==> config.mk <==
export PLATFORM = sky130hd
export DESIGN_NAME = clint_top
export DESIGN_NICKNAME = d
export VERILOG_FILES = /design/src/design/clint_pkg.sv /design/src/design/clint_top.sv /design/src/design/clint_read_stage.sv /design/src/design/clint_delay_lfsr.sv /design/src/design/clint_addr_stage.sv /design/src/design/clint_timer.sv
export VERILOG_INCLUDE_DIRS = /design/src /design/src/design
export SDC_FILE = /design/constraint.sdc
export NUM_CORES = 1
export LEC_CHECK = 0
export CORE_MARGIN = 2
export CORE_UTILIZATION = 50
export DETAILED_ROUTE_END_ITERATION = 7
export DONT_BUFFER_PORTS = 1
export PLACE_DENSITY = 0.68
export SLEW_MARGIN = 20
export SYNTH_ARGS = -nofsm -noshare
export SYNTH_HDL_FRONTEND = slang
export SYNTH_SLANG_ARGS = --single-unit
==> constraint.sdc <==
create_clock -name clock_i -period 2.3 [get_ports clock_i]
set_input_delay 0.345 -clock clock_i [delete_from_list [all_inputs] [get_ports clock_i]]
set_output_delay 0.345 -clock clock_i [all_outputs]
set_load 0.005 [all_outputs]
==> src/design/clint_cfg.svh <==
// build-time settings for the CLINT timer; the window must be 64 KiB aligned
// delay mode 0 none, 1 fixed, 2 random from the 4-bit LFSR
`ifndef CLINT_CFG_SVH
`define CLINT_CFG_SVH

// base of the 64 KiB CLINT window
`define CLINT_BASE 32'h0200_0000

// word offsets of mtime inside the window
`define CLINT_MTIME_LO_OFS 16'hbff8
`define CLINT_MTIME_HI_OFS 16'hbffc

// start value just below a 32-bit carry
`define CLINT_MTIME_INIT 64'h0000_0000_ffff_ff00

// response delay selection
`define CLINT_DELAY_MODE 2'd2
`define CLINT_FIXED_DELAY 4'd3

// must be nonzero or the LFSR locks up
`define CLINT_LFSR_SEED 4'b1001

`endif
==> src/design/clint_pkg.sv <==
// shared types of the CLINT timer; response codes follow the AXI encoding
`default_nettype none

package clint_pkg;

	// read response codes
	typedef enum logic [1:0] {
		OKAY   = 2'b00,
		SLVERR = 2'b10,
		DECERR = 2'b11
	} clint_resp_e;

	// decoded register select
	typedef enum logic [1:0] {
		SEL_LO  = 2'd0,
		SEL_HI  = 2'd1,
		SEL_BAD = 2'd2,
		SEL_OUT = 2'd3
	} clint_sel_e;

	// mtime seen as one counter or as two bus words
	typedef union packed {
		logic [63:0] full;
		struct packed {
			logic [31:0] hi;
			logic [31:0] lo;
		} half;
	} mtime_word_u;

endpackage

`default_nettype wire

==> src/design/clint_top.sv <==
// read-only CLINT mtime block; writes, bursts and strobes are not supported
// at most two reads are in flight, one per pipeline stage
`timescale 1ns/1ps
`default_nettype none

module clint_top
	import clint_pkg::*;
(
	input  wire logic        clock_i,
	input  wire logic        rstn_i,

	// address channel
	input  wire logic [31:0] addr_r_addr_i,
	input  wire logic        addr_r_valid_i,
	output logic             addr_r_ready_o,

	// read-data channel
	output logic      [31:0] r_data_o,
	output logic      [1:0]  r_resp_o,
	output logic             r_valid_o,
	input  wire logic        r_ready_i
);

	logic        req_valid;
	logic        req_ready;
	clint_sel_e  req_sel;
	logic        take_lo;
	logic [31:0] mtime_lo;
	logic [31:0] hi_latched;

	clint_timer u_timer (
		.clock_i      (clock_i),
		.rstn_i       (rstn_i),
		.take_lo_i    (take_lo),
		.mtime_lo_o   (mtime_lo),
		.hi_latched_o (hi_latched)
	);

	clint_addr_stage u_addr_stage (
		.clock_i      (clock_i),
		.rstn_i       (rstn_i),
		.addr_i       (addr_r_addr_i),
		.addr_valid_i (addr_r_valid_i),
		.addr_ready_o (addr_r_ready_o),
		.req_valid_o  (req_valid),
		.req_sel_o    (req_sel),
		.req_ready_i  (req_ready)
	);

	// high reads use the latched word, so the timer needs no take_hi
	clint_read_stage u_read_stage (
		.clock_i      (clock_i),
		.rstn_i       (rstn_i),
		.req_valid_i  (req_valid),
		.req_sel_i    (req_sel),
		.req_ready_o  (req_ready),
		.take_lo_o    (take_lo),
		.take_hi_o    (),
		.mtime_lo_i   (mtime_lo),
		.hi_latched_i (hi_latched),
		.r_data_o     (r_data_o),
		.r_resp_o     (r_resp_o),
		.r_valid_o    (r_valid_o),
		.r_ready_i    (r_ready_i)
	);

endmodule

`default_nettype wire

==> src/design/clint_read_stage.sv <==
// response slot with optional delay; r_valid_o rises 1 + W cycles after a load
// data reads as zero whenever r_valid_o is low
`timescale 1ns/1ps
`default_nettype none

`include "clint_cfg.svh"

module clint_read_stage
	import clint_pkg::*;
(
	input  wire logic        clock_i,
	input  wire logic        rstn_i,

	// decoded request from the address stage
	input  wire logic        req_valid_i,
	input  wire clint_sel_e  req_sel_i,
	output logic             req_ready_o,

	// timer access
	output logic             take_lo_o,
	output logic             take_hi_o,
	input  wire logic [31:0] mtime_lo_i,
	input  wire logic [31:0] hi_latched_i,

	// read-data channel
	output logic      [31:0] r_data_o,
	output logic      [1:0]  r_resp_o,
	output logic             r_valid_o,
	input  wire logic        r_ready_i
);

	logic        full_q;
	logic [3:0]  wait_q;
	logic [3:0]  wait_cnt;
	logic        load;
	logic [31:0] data_d;
	logic [31:0] data_q;
	clint_resp_e resp_d;
	clint_resp_e resp_q;

	// wait count source depends on the delay mode
	generate
		if (`CLINT_DELAY_MODE == 2) begin : g_rand_delay
			clint_delay_lfsr u_lfsr (
				.clock_i (clock_i),
				.rstn_i  (rstn_i),
				.next_i  (load),
				.count_o (wait_cnt)
			);
		end else if (`CLINT_DELAY_MODE == 1) begin : g_fixed_delay
			assign wait_cnt = `CLINT_FIXED_DELAY;
		end else begin : g_no_delay
			assign wait_cnt = 4'd0;
		end
	endgenerate

	assign r_valid_o   = full_q & (wait_q == 4'd0);
	// slot empty, or it drains on this edge
	assign req_ready_o = ~full_q | (r_valid_o & r_ready_i);
	assign load        = req_valid_i & req_ready_o;

	assign take_lo_o = load & (req_sel_i == SEL_LO);
	assign take_hi_o = load & (req_sel_i == SEL_HI);

	// errors carry zero data
	always_comb begin
		case (req_sel_i)
			SEL_LO: begin
				data_d = mtime_lo_i;
				resp_d = OKAY;
			end
			SEL_HI: begin
				data_d = hi_latched_i;
				resp_d = OKAY;
			end
			SEL_BAD: begin
				data_d = 32'd0;
				resp_d = SLVERR;
			end
			default: begin
				data_d = 32'd0;
				resp_d = DECERR;
			end
		endcase
	end

	always_ff @(posedge clock_i) begin
		if (rstn_i) begin
			full_q <= 1'b0;
			wait_q <= 4'd0;
		end else if (load) begin
			full_q <= 1'b1;
			wait_q <= wait_cnt;
		end else begin
			if (r_valid_o & r_ready_i) begin
				full_q <= 1'b0;
			end
			// count down only while a response waits
			if (full_q && wait_q != 4'd0) begin
				wait_q <= wait_q - 4'd1;
			end
		end
	end

	always_ff @(posedge clock_i) begin
		if (load) begin
			data_q <= data_d;
			resp_q <= resp_d;
		end
	end

	assign r_data_o = r_valid_o ? data_q : 32'd0;
	assign r_resp_o = resp_q;

endmodule

`default_nettype wire

==> src/design/clint_delay_lfsr.sv <==
// 4-bit Fibonacci LFSR, taps x^4 + x^3 + 1, period 15
// steps only on next_i so the wait sequence is fixed per seed
`timescale 1ns/1ps
`default_nettype none

`include "clint_cfg.svh"

module clint_delay_lfsr (
	input  wire logic       clock_i,
	input  wire logic       rstn_i,
	input  wire logic       next_i,
	output logic      [3:0] count_o
);

	logic [3:0] lfsr_q;
	logic       feedback;

	assign feedback = lfsr_q[3] ^ lfsr_q[2];

	always_ff @(posedge clock_i) begin
		if (rstn_i) begin
			lfsr_q <= `CLINT_LFSR_SEED;
		end else if (next_i) begin
			lfsr_q <= {lfsr_q[2:0], feedback};
		end
	end

	// current state is the wait count for the request being loaded
	assign count_o = lfsr_q;

endmodule

`default_nettype wire

==> src/design/clint_addr_stage.sv <==
// one-entry address register with decode; only the 16-bit offset is compared
// inside the window, so unaligned offsets land in SEL_BAD
`timescale 1ns/1ps
`default_nettype none

`include "clint_cfg.svh"

module clint_addr_stage
	import clint_pkg::*;
(
	input  wire logic        clock_i,
	input  wire logic        rstn_i,

	// address channel from the bus master
	input  wire logic [31:0] addr_i,
	input  wire logic        addr_valid_i,
	output logic             addr_ready_o,

	// decoded request towards the read stage
	output logic             req_valid_o,
	output clint_sel_e       req_sel_o,
	input  wire logic        req_ready_i
);

	localparam logic [31:0] WIN_BASE = `CLINT_BASE;

	logic       run_q;
	logic       valid_q;
	logic       accept;
	clint_sel_e sel_d;
	clint_sel_e sel_q;

	// slot free, or its entry leaves this cycle
	assign addr_ready_o = run_q & (~valid_q | req_ready_i);
	assign accept       = addr_valid_i & addr_ready_o;

	// window check on the upper half, then the word offset
	always_comb begin
		if (addr_i[31:16] != WIN_BASE[31:16]) begin
			sel_d = SEL_OUT;
		end else if (addr_i[15:0] == `CLINT_MTIME_LO_OFS) begin
			sel_d = SEL_LO;
		end else if (addr_i[15:0] == `CLINT_MTIME_HI_OFS) begin
			sel_d = SEL_HI;
		end else begin
			sel_d = SEL_BAD;
		end
	end

	// run_q keeps ready low through the reset cycles
	always_ff @(posedge clock_i) begin
		if (rstn_i) begin
			run_q   <= 1'b0;
			valid_q <= 1'b0;
		end else begin
			run_q <= 1'b1;
			if (accept) begin
				valid_q <= 1'b1;
			end else if (req_ready_i) begin
				valid_q <= 1'b0;
			end
		end
	end

	always_ff @(posedge clock_i) begin
		if (accept) begin
			sel_q <= sel_d;
		end
	end

	assign req_valid_o = valid_q;
	assign req_sel_o   = sel_q;

endmodule

`default_nettype wire

==> src/design/clint_timer.sv <==
// 64-bit mtime, held at the start value during reset, free running after
// the high half is latched on a low read so that hi reads pair with it
`timescale 1ns/1ps
`default_nettype none

`include "clint_cfg.svh"

module clint_timer
	import clint_pkg::*;
(
	input  wire logic        clock_i,
	input  wire logic        rstn_i,

	// pulse when a low read enters the read stage
	input  wire logic        take_lo_i,

	output logic      [31:0] mtime_lo_o,
	output logic      [31:0] hi_latched_o
);

	mtime_word_u mtime_q;
	logic [31:0] hi_latched_q;

	// counter adds on the whole 64-bit view
	always_ff @(posedge clock_i) begin
		if (rstn_i) begin
			mtime_q.full <= `CLINT_MTIME_INIT;
		end else begin
			mtime_q.full <= mtime_q.full + 64'd1;
		end
	end

	// snapshot of the high word taken with each low read
	always_ff @(posedge clock_i) begin
		if (rstn_i) begin
			hi_latched_q <= 32'd0;
		end else if (take_lo_i) begin
			hi_latched_q <= mtime_q.half.hi;
		end
	end

	// read path takes words from the half view
	assign mtime_lo_o   = mtime_q.half.lo;
	assign hi_latched_o = hi_latched_q;

endmodule

`default_nettype wire

==> results_tabular.tex <==
\begin{tabular}{lr}
\hline
Metric & Value \\
\hline
\multicolumn{2}{l}{\textbf{STA}} \\
\quad Maximum achievable frequency & 464 MHz \\
\quad Final setup viols & 0 \\
\quad Max Transition Viols Final & 0 \\
\quad Unrepaired setup endpoints after global routing & true \\
\quad Hold Violations, Final & 0 \\
\quad Actual transition at the worst max-transition pin & 1.01 ns \\
\quad Max-slew headroom at the worst pin & between 30 and 40\% \\
\quad Total negative slack & 0 ns \\
\quad Share of the clock period used by the worst path & a little over nine tenths \\
\quad Min Clock Period, post-route & 2.16 ns \\
\quad Final clock skew & approximately 0.0054 ns \\
\multicolumn{2}{l}{\textbf{Finish}} \\
\quad Commonest cells after routing, fill and taps aside & 107 x sky130\_fd\_sc\_hd\_\_dfxtp\_1, 95 x sky130\_fd\_sc\_hd\_\_nor2\_1, 66 x sky130\_fd\_sc\_hd\_\_mux2i\_1, 52 x sky130\_fd\_sc\_hd\_\_nand2\_1, 44 x sky130\_fd\_sc\_hd\_\_and3\_1 \\
\quad Fill cell instance count of the final layout & about 1000 \\
\quad Leading cell type in the layout, fill and taps excluded & sky130\_fd\_sc\_hd\_\_dfxtp\_1 \\
\quad Area overhead of the layout relative to synthesis & 14.5\% \\
\quad Final Instance Count excl. Fillers & slightly below 900 \\
\quad Final Net Count & $\sim$720 \\
\quad Finished layout cell area & $\sim$7400 sq um \\
\quad Final antenna diode count & 0 \\
\quad Share of cells above drive strength 1 & under 10\% \\
\multicolumn{2}{l}{\textbf{Synth}} \\
\quad Net count after synthesis & just over 700 \\
\quad Post-synthesis register bit count & 143 \\
\quad Sequential cell area fraction in the yosys report & about half \\
\quad Fraction of registers with async set/reset & 0\% \\
\quad Number of synthesized flops with an enable pin & 36 \\
\quad Average footprint of a synthesized cell & between 9 and 10 sq um \\
\quad Combined area of all synthesized cells & 6470 sq um \\
\quad Number of cells produced by synthesis & roughly 670 \\
\quad Number of distinct library cells after synthesis & between 40 and 50 \\
\quad Most used DFF post-synth & sky130\_fd\_sc\_hd\_\_dfxtp\_1 \\
\quad Number of warning messages in the yosys log & 0 \\
\multicolumn{2}{l}{\textbf{Routing}} \\
\quad First DRT Iteration DRCs & between 400 and 500 \\
\quad Residual antenna-violating net count after detailed routing & 0 \\
\quad Pre-Repair DR Iteration Count & 5 \\
\quad Vias after detailed routing & 5036 \\
\quad Per-cell via count in the routed design & around 5.8 \\
\quad Detailed-route wire length per cell & 17.1 um \\
\quad Drt drc & 0 \\
\quad Total length of routed wires & $\sim$15000 um \\
\multicolumn{2}{l}{\textbf{Die}} \\
\quad Starting Density & between 50\% and 60\% \\
\quad Core Region & 12600 sq um \\
\quad Horizontal die dimension & between 100 and 150 um \\
\quad Number of rows created at floorplan & 41 \\
\quad Die Ht & between 100 and 150 um \\
\quad Die Footprint & $\sim$14000 sq um \\
\quad Number of top-level pins & roughly 70 \\
\multicolumn{2}{l}{\textbf{Power}} \\
\quad Pwr dens & about 770 nW/um\^{}2 \\
\quad Static leakage & just under 3 nW \\
\quad Peak supply drop & between 0.0005 and 0.0006 V \\
\multicolumn{2}{l}{\textbf{Setup path}} \\
\quad Type of the setup path with the least slack & register to register \\
\quad Required @ worst endpoint & between 2 and 3 ns \\
\quad CP top delay family & simple AND/OR/NAND/NOR gates \\
\quad Startpoint type of the worst setup path & register \\
\quad Worst Path Buf+Inv & 0 \\
\quad Biggest fanout along the worst timing path & 9 \\
\quad Largest stage delay on the critical path & roughly 0.55 ns \\
\quad Data arrival at the endpoint of the critical path & 2.49 ns \\
\quad Kind of end point of the critical path & register \\
\quad Slowest cell on the critical path & sky130\_fd\_sc\_hd\_\_or4\_1 \\
\quad List of cells traversed by the critical path & nand4\_4 > nor4\_2 > nand4\_2 > or4\_1 > a21oi\_1 \\
\multicolumn{2}{l}{\textbf{GRT}} \\
\quad Vias in the first global route & approximately 4600 \\
\quad Pin count of the biggest net entering global routing & 39 \\
\quad Wire length of the first global-routing pass & between 20000 and 25000 um \\
\quad GR Util All Layers & between 20\% and 30\% \\
\quad Global route overflow & 0 \\
\quad Initial antenna violation count & 0 \\
\multicolumn{2}{l}{\textbf{Placed design}} \\
\quad Detailed placer's ending HPWL & 9660 um \\
\quad Placed cell count & a little over 800 \\
\quad Final weighted congestion in routability-driven placement & 0.814 \\
\quad Port-buffer cells & 0 \\
\quad Placement-stage cell area & 6730 sq um \\
\multicolumn{2}{l}{\textbf{Clocking}} \\
\quad Number of buffers created by CTS & 17 \\
\quad TritonCTS clock tree & built \\
\quad Maximum clock insertion buffer count & 2 \\
\quad H-tree depth reported by CTS & 4 \\
\quad Insertion delay of the later-clocked pin in the worst-skew pair & $\sim$0.42 ns \\
\quad CTS root buffer & sky130\_fd\_sc\_hd\_\_clkbuf\_16 \\
\quad Clock slew seen by the registers of the worst setup and hold paths & 0.06 ns \\
\quad Clk sink count & around 140 \\
\multicolumn{2}{l}{\textbf{Run}} \\
\quad Max-cap check violation count & 0 \\
\multicolumn{2}{l}{\textbf{Run status}} \\
\quad Status & finished clean \\
\multicolumn{2}{l}{\textbf{Worst hold path}} \\
\quad Worst min-delay path category & primary input to register \\
\hline
\end{tabular}
[routing by layer]
| metal | global-route usage [%] | vias to the layer above | wire, um |
|---|---|---|---|
| met5 | 0 | - | 0 |
| met4 | 9.64 | 0 | 380 |
| met3 | 4.02 | 27 | 930 |
| met2 | 33.3 | 197 | 6560 |
| met1 | 29.7 | 2376 | 6900 |
| li1 | - | 2436 | - |
[report_power, final]
part	total (mW)	switching (mW)	internal, mW
Clock	2.83	1.02	1.80
Sequential	2.63	0.0197	2.61
Combinational	0.223	0.144	0.0790
[cell families (layout without fill, tap and decap cells)]
logic type	Yosys count	in the layout	share of synthesized area, %
AND/OR/NAND/NOR	302	302	25.0
flip-flops	143	143	49.8
AO/OA/AOI/OAI	75	75	6.82
multiplexers	66	66	10.2
buffers and inverters	51	71	3.17
XOR/XNOR	33	33	4.46
adder cells (fa/ha/maj)	3	3	0.580
[through the flow]
step	total power [mW]	hold WS, ns	utilization, %	setup WS [ns]
after detailed placement	2.87	0.422	53.3	0.0877
after floorplan	2.84	0.437	-	0.0271
final	5.68	0.0321	58.7	0.145
after CTS	5.70	0.0183	58.7	0.0496
after global placement	2.87	0.422	53.3	0.177
after global routing	5.85	0.0473	58.7	-0.0000762
[registers in the layout, summed over array words and instances, names as in the netlist]
name and count:
u_addr_stage.req_sel_o 2, u_read_stage.wait_q 4, u_addr_stage.req_valid_o 1, u_addr_stage.run_q 1
u_read_stage.full_q 1, u_timer.mtime_q 64, u_read_stage.data_q 32, u_read_stage.r_resp_o 2
u_timer.hi_latched_o 32, u_read_stage.g_rand_delay.u_lfsr.count_o 4
[final timing paths]
kind              slack, ns                                   startpoint  cells after the start                                     endpoint
hold / removal         0.03                                       rstn_i                      2  u_read_stage.g_rand_delay.u_lfsr.count_o[3]
setup / recovery       0.14                           u_timer.mtime_q[9]                      5                          u_timer.mtime_q[61]
hold reg to reg        0.47  u_read_stage.g_rand_delay.u_lfsr.count_o[1]                      2  u_read_stage.g_rand_delay.u_lfsr.count_o[1]
setup reg to reg       0.14                           u_timer.mtime_q[9]                      5                          u_timer.mtime_q[61]
[what timing repair did]
item	4_1_cts	5_1_grt
setup endpoints to repair	0	12
buffers inserted	0	0
hold buffers	4	0
hold endpoints to repair	38	0
resized for setup	0	3
[cell usage after synthesis, types with 2 or more instances]
cell type	number	area, sq um
sky130_fd_sc_hd__xor2_1	25	219
sky130_fd_sc_hd__and4_1	5	43.8
sky130_fd_sc_hd__nor4_2	2	25.0
sky130_fd_sc_hd__o31ai_1	17	128
sky130_fd_sc_hd__o21ai_0	13	65.1
sky130_fd_sc_hd__and3_1	44	275
sky130_fd_sc_hd__or3_1	11	68.8
sky130_fd_sc_hd__buf_2	5	25.0
sky130_fd_sc_hd__ha_1	3	37.5
sky130_fd_sc_hd__clkbuf_1	32	120
sky130_fd_sc_hd__or4_1	19	143
sky130_fd_sc_hd__edfxtp_1	36	1080
sky130_fd_sc_hd__nand4_1	26	163
sky130_fd_sc_hd__a21o_1	2	15.0
sky130_fd_sc_hd__nand2b_1	2	12.5
sky130_fd_sc_hd__nand4_4	2	42.5
sky130_fd_sc_hd__inv_1	12	45.0
sky130_fd_sc_hd__nand3_1	17	85.1
sky130_fd_sc_hd__a31oi_1	2	12.5
sky130_fd_sc_hd__dfxtp_1	107	2140
sky130_fd_sc_hd__nor2b_1	3	18.8
sky130_fd_sc_hd__xnor2_1	8	70.1
sky130_fd_sc_hd__nor3_1	4	20.0
sky130_fd_sc_hd__buf_4	2	15.0
sky130_fd_sc_hd__mux2i_1	66	661
sky130_fd_sc_hd__or4b_1	2	20.0
sky130_fd_sc_hd__nand4_2	2	25.0
sky130_fd_sc_hd__a21boi_0	2	15.0
sky130_fd_sc_hd__nor4_1	4	25.0
sky130_fd_sc_hd__nor2_1	95	357
sky130_fd_sc_hd__nand2_1	53	199
sky130_fd_sc_hd__a21oi_1	35	175
sky130_fd_sc_hd__and2_1	4	25.0
[area by class of cell]
| class | count | area, sq um | share of cell area (%) |
|---|---|---|---|
| clock buffers | 23 | 520 | 7.02 |
| clock inverters | 9 | 101 | 1.37 |
| inverters | 12 | 45.0 | 0.608 |
| multi-input cells | 479 | 3060 | 41.3 |
| flip-flops and latches | 143 | 3220 | 43.5 |
| well taps | 172 | 215 | 2.90 |
| repair buffers | 27 | 248 | 3.34 |
Note: power is estimated with default switching activity, not from simulation.
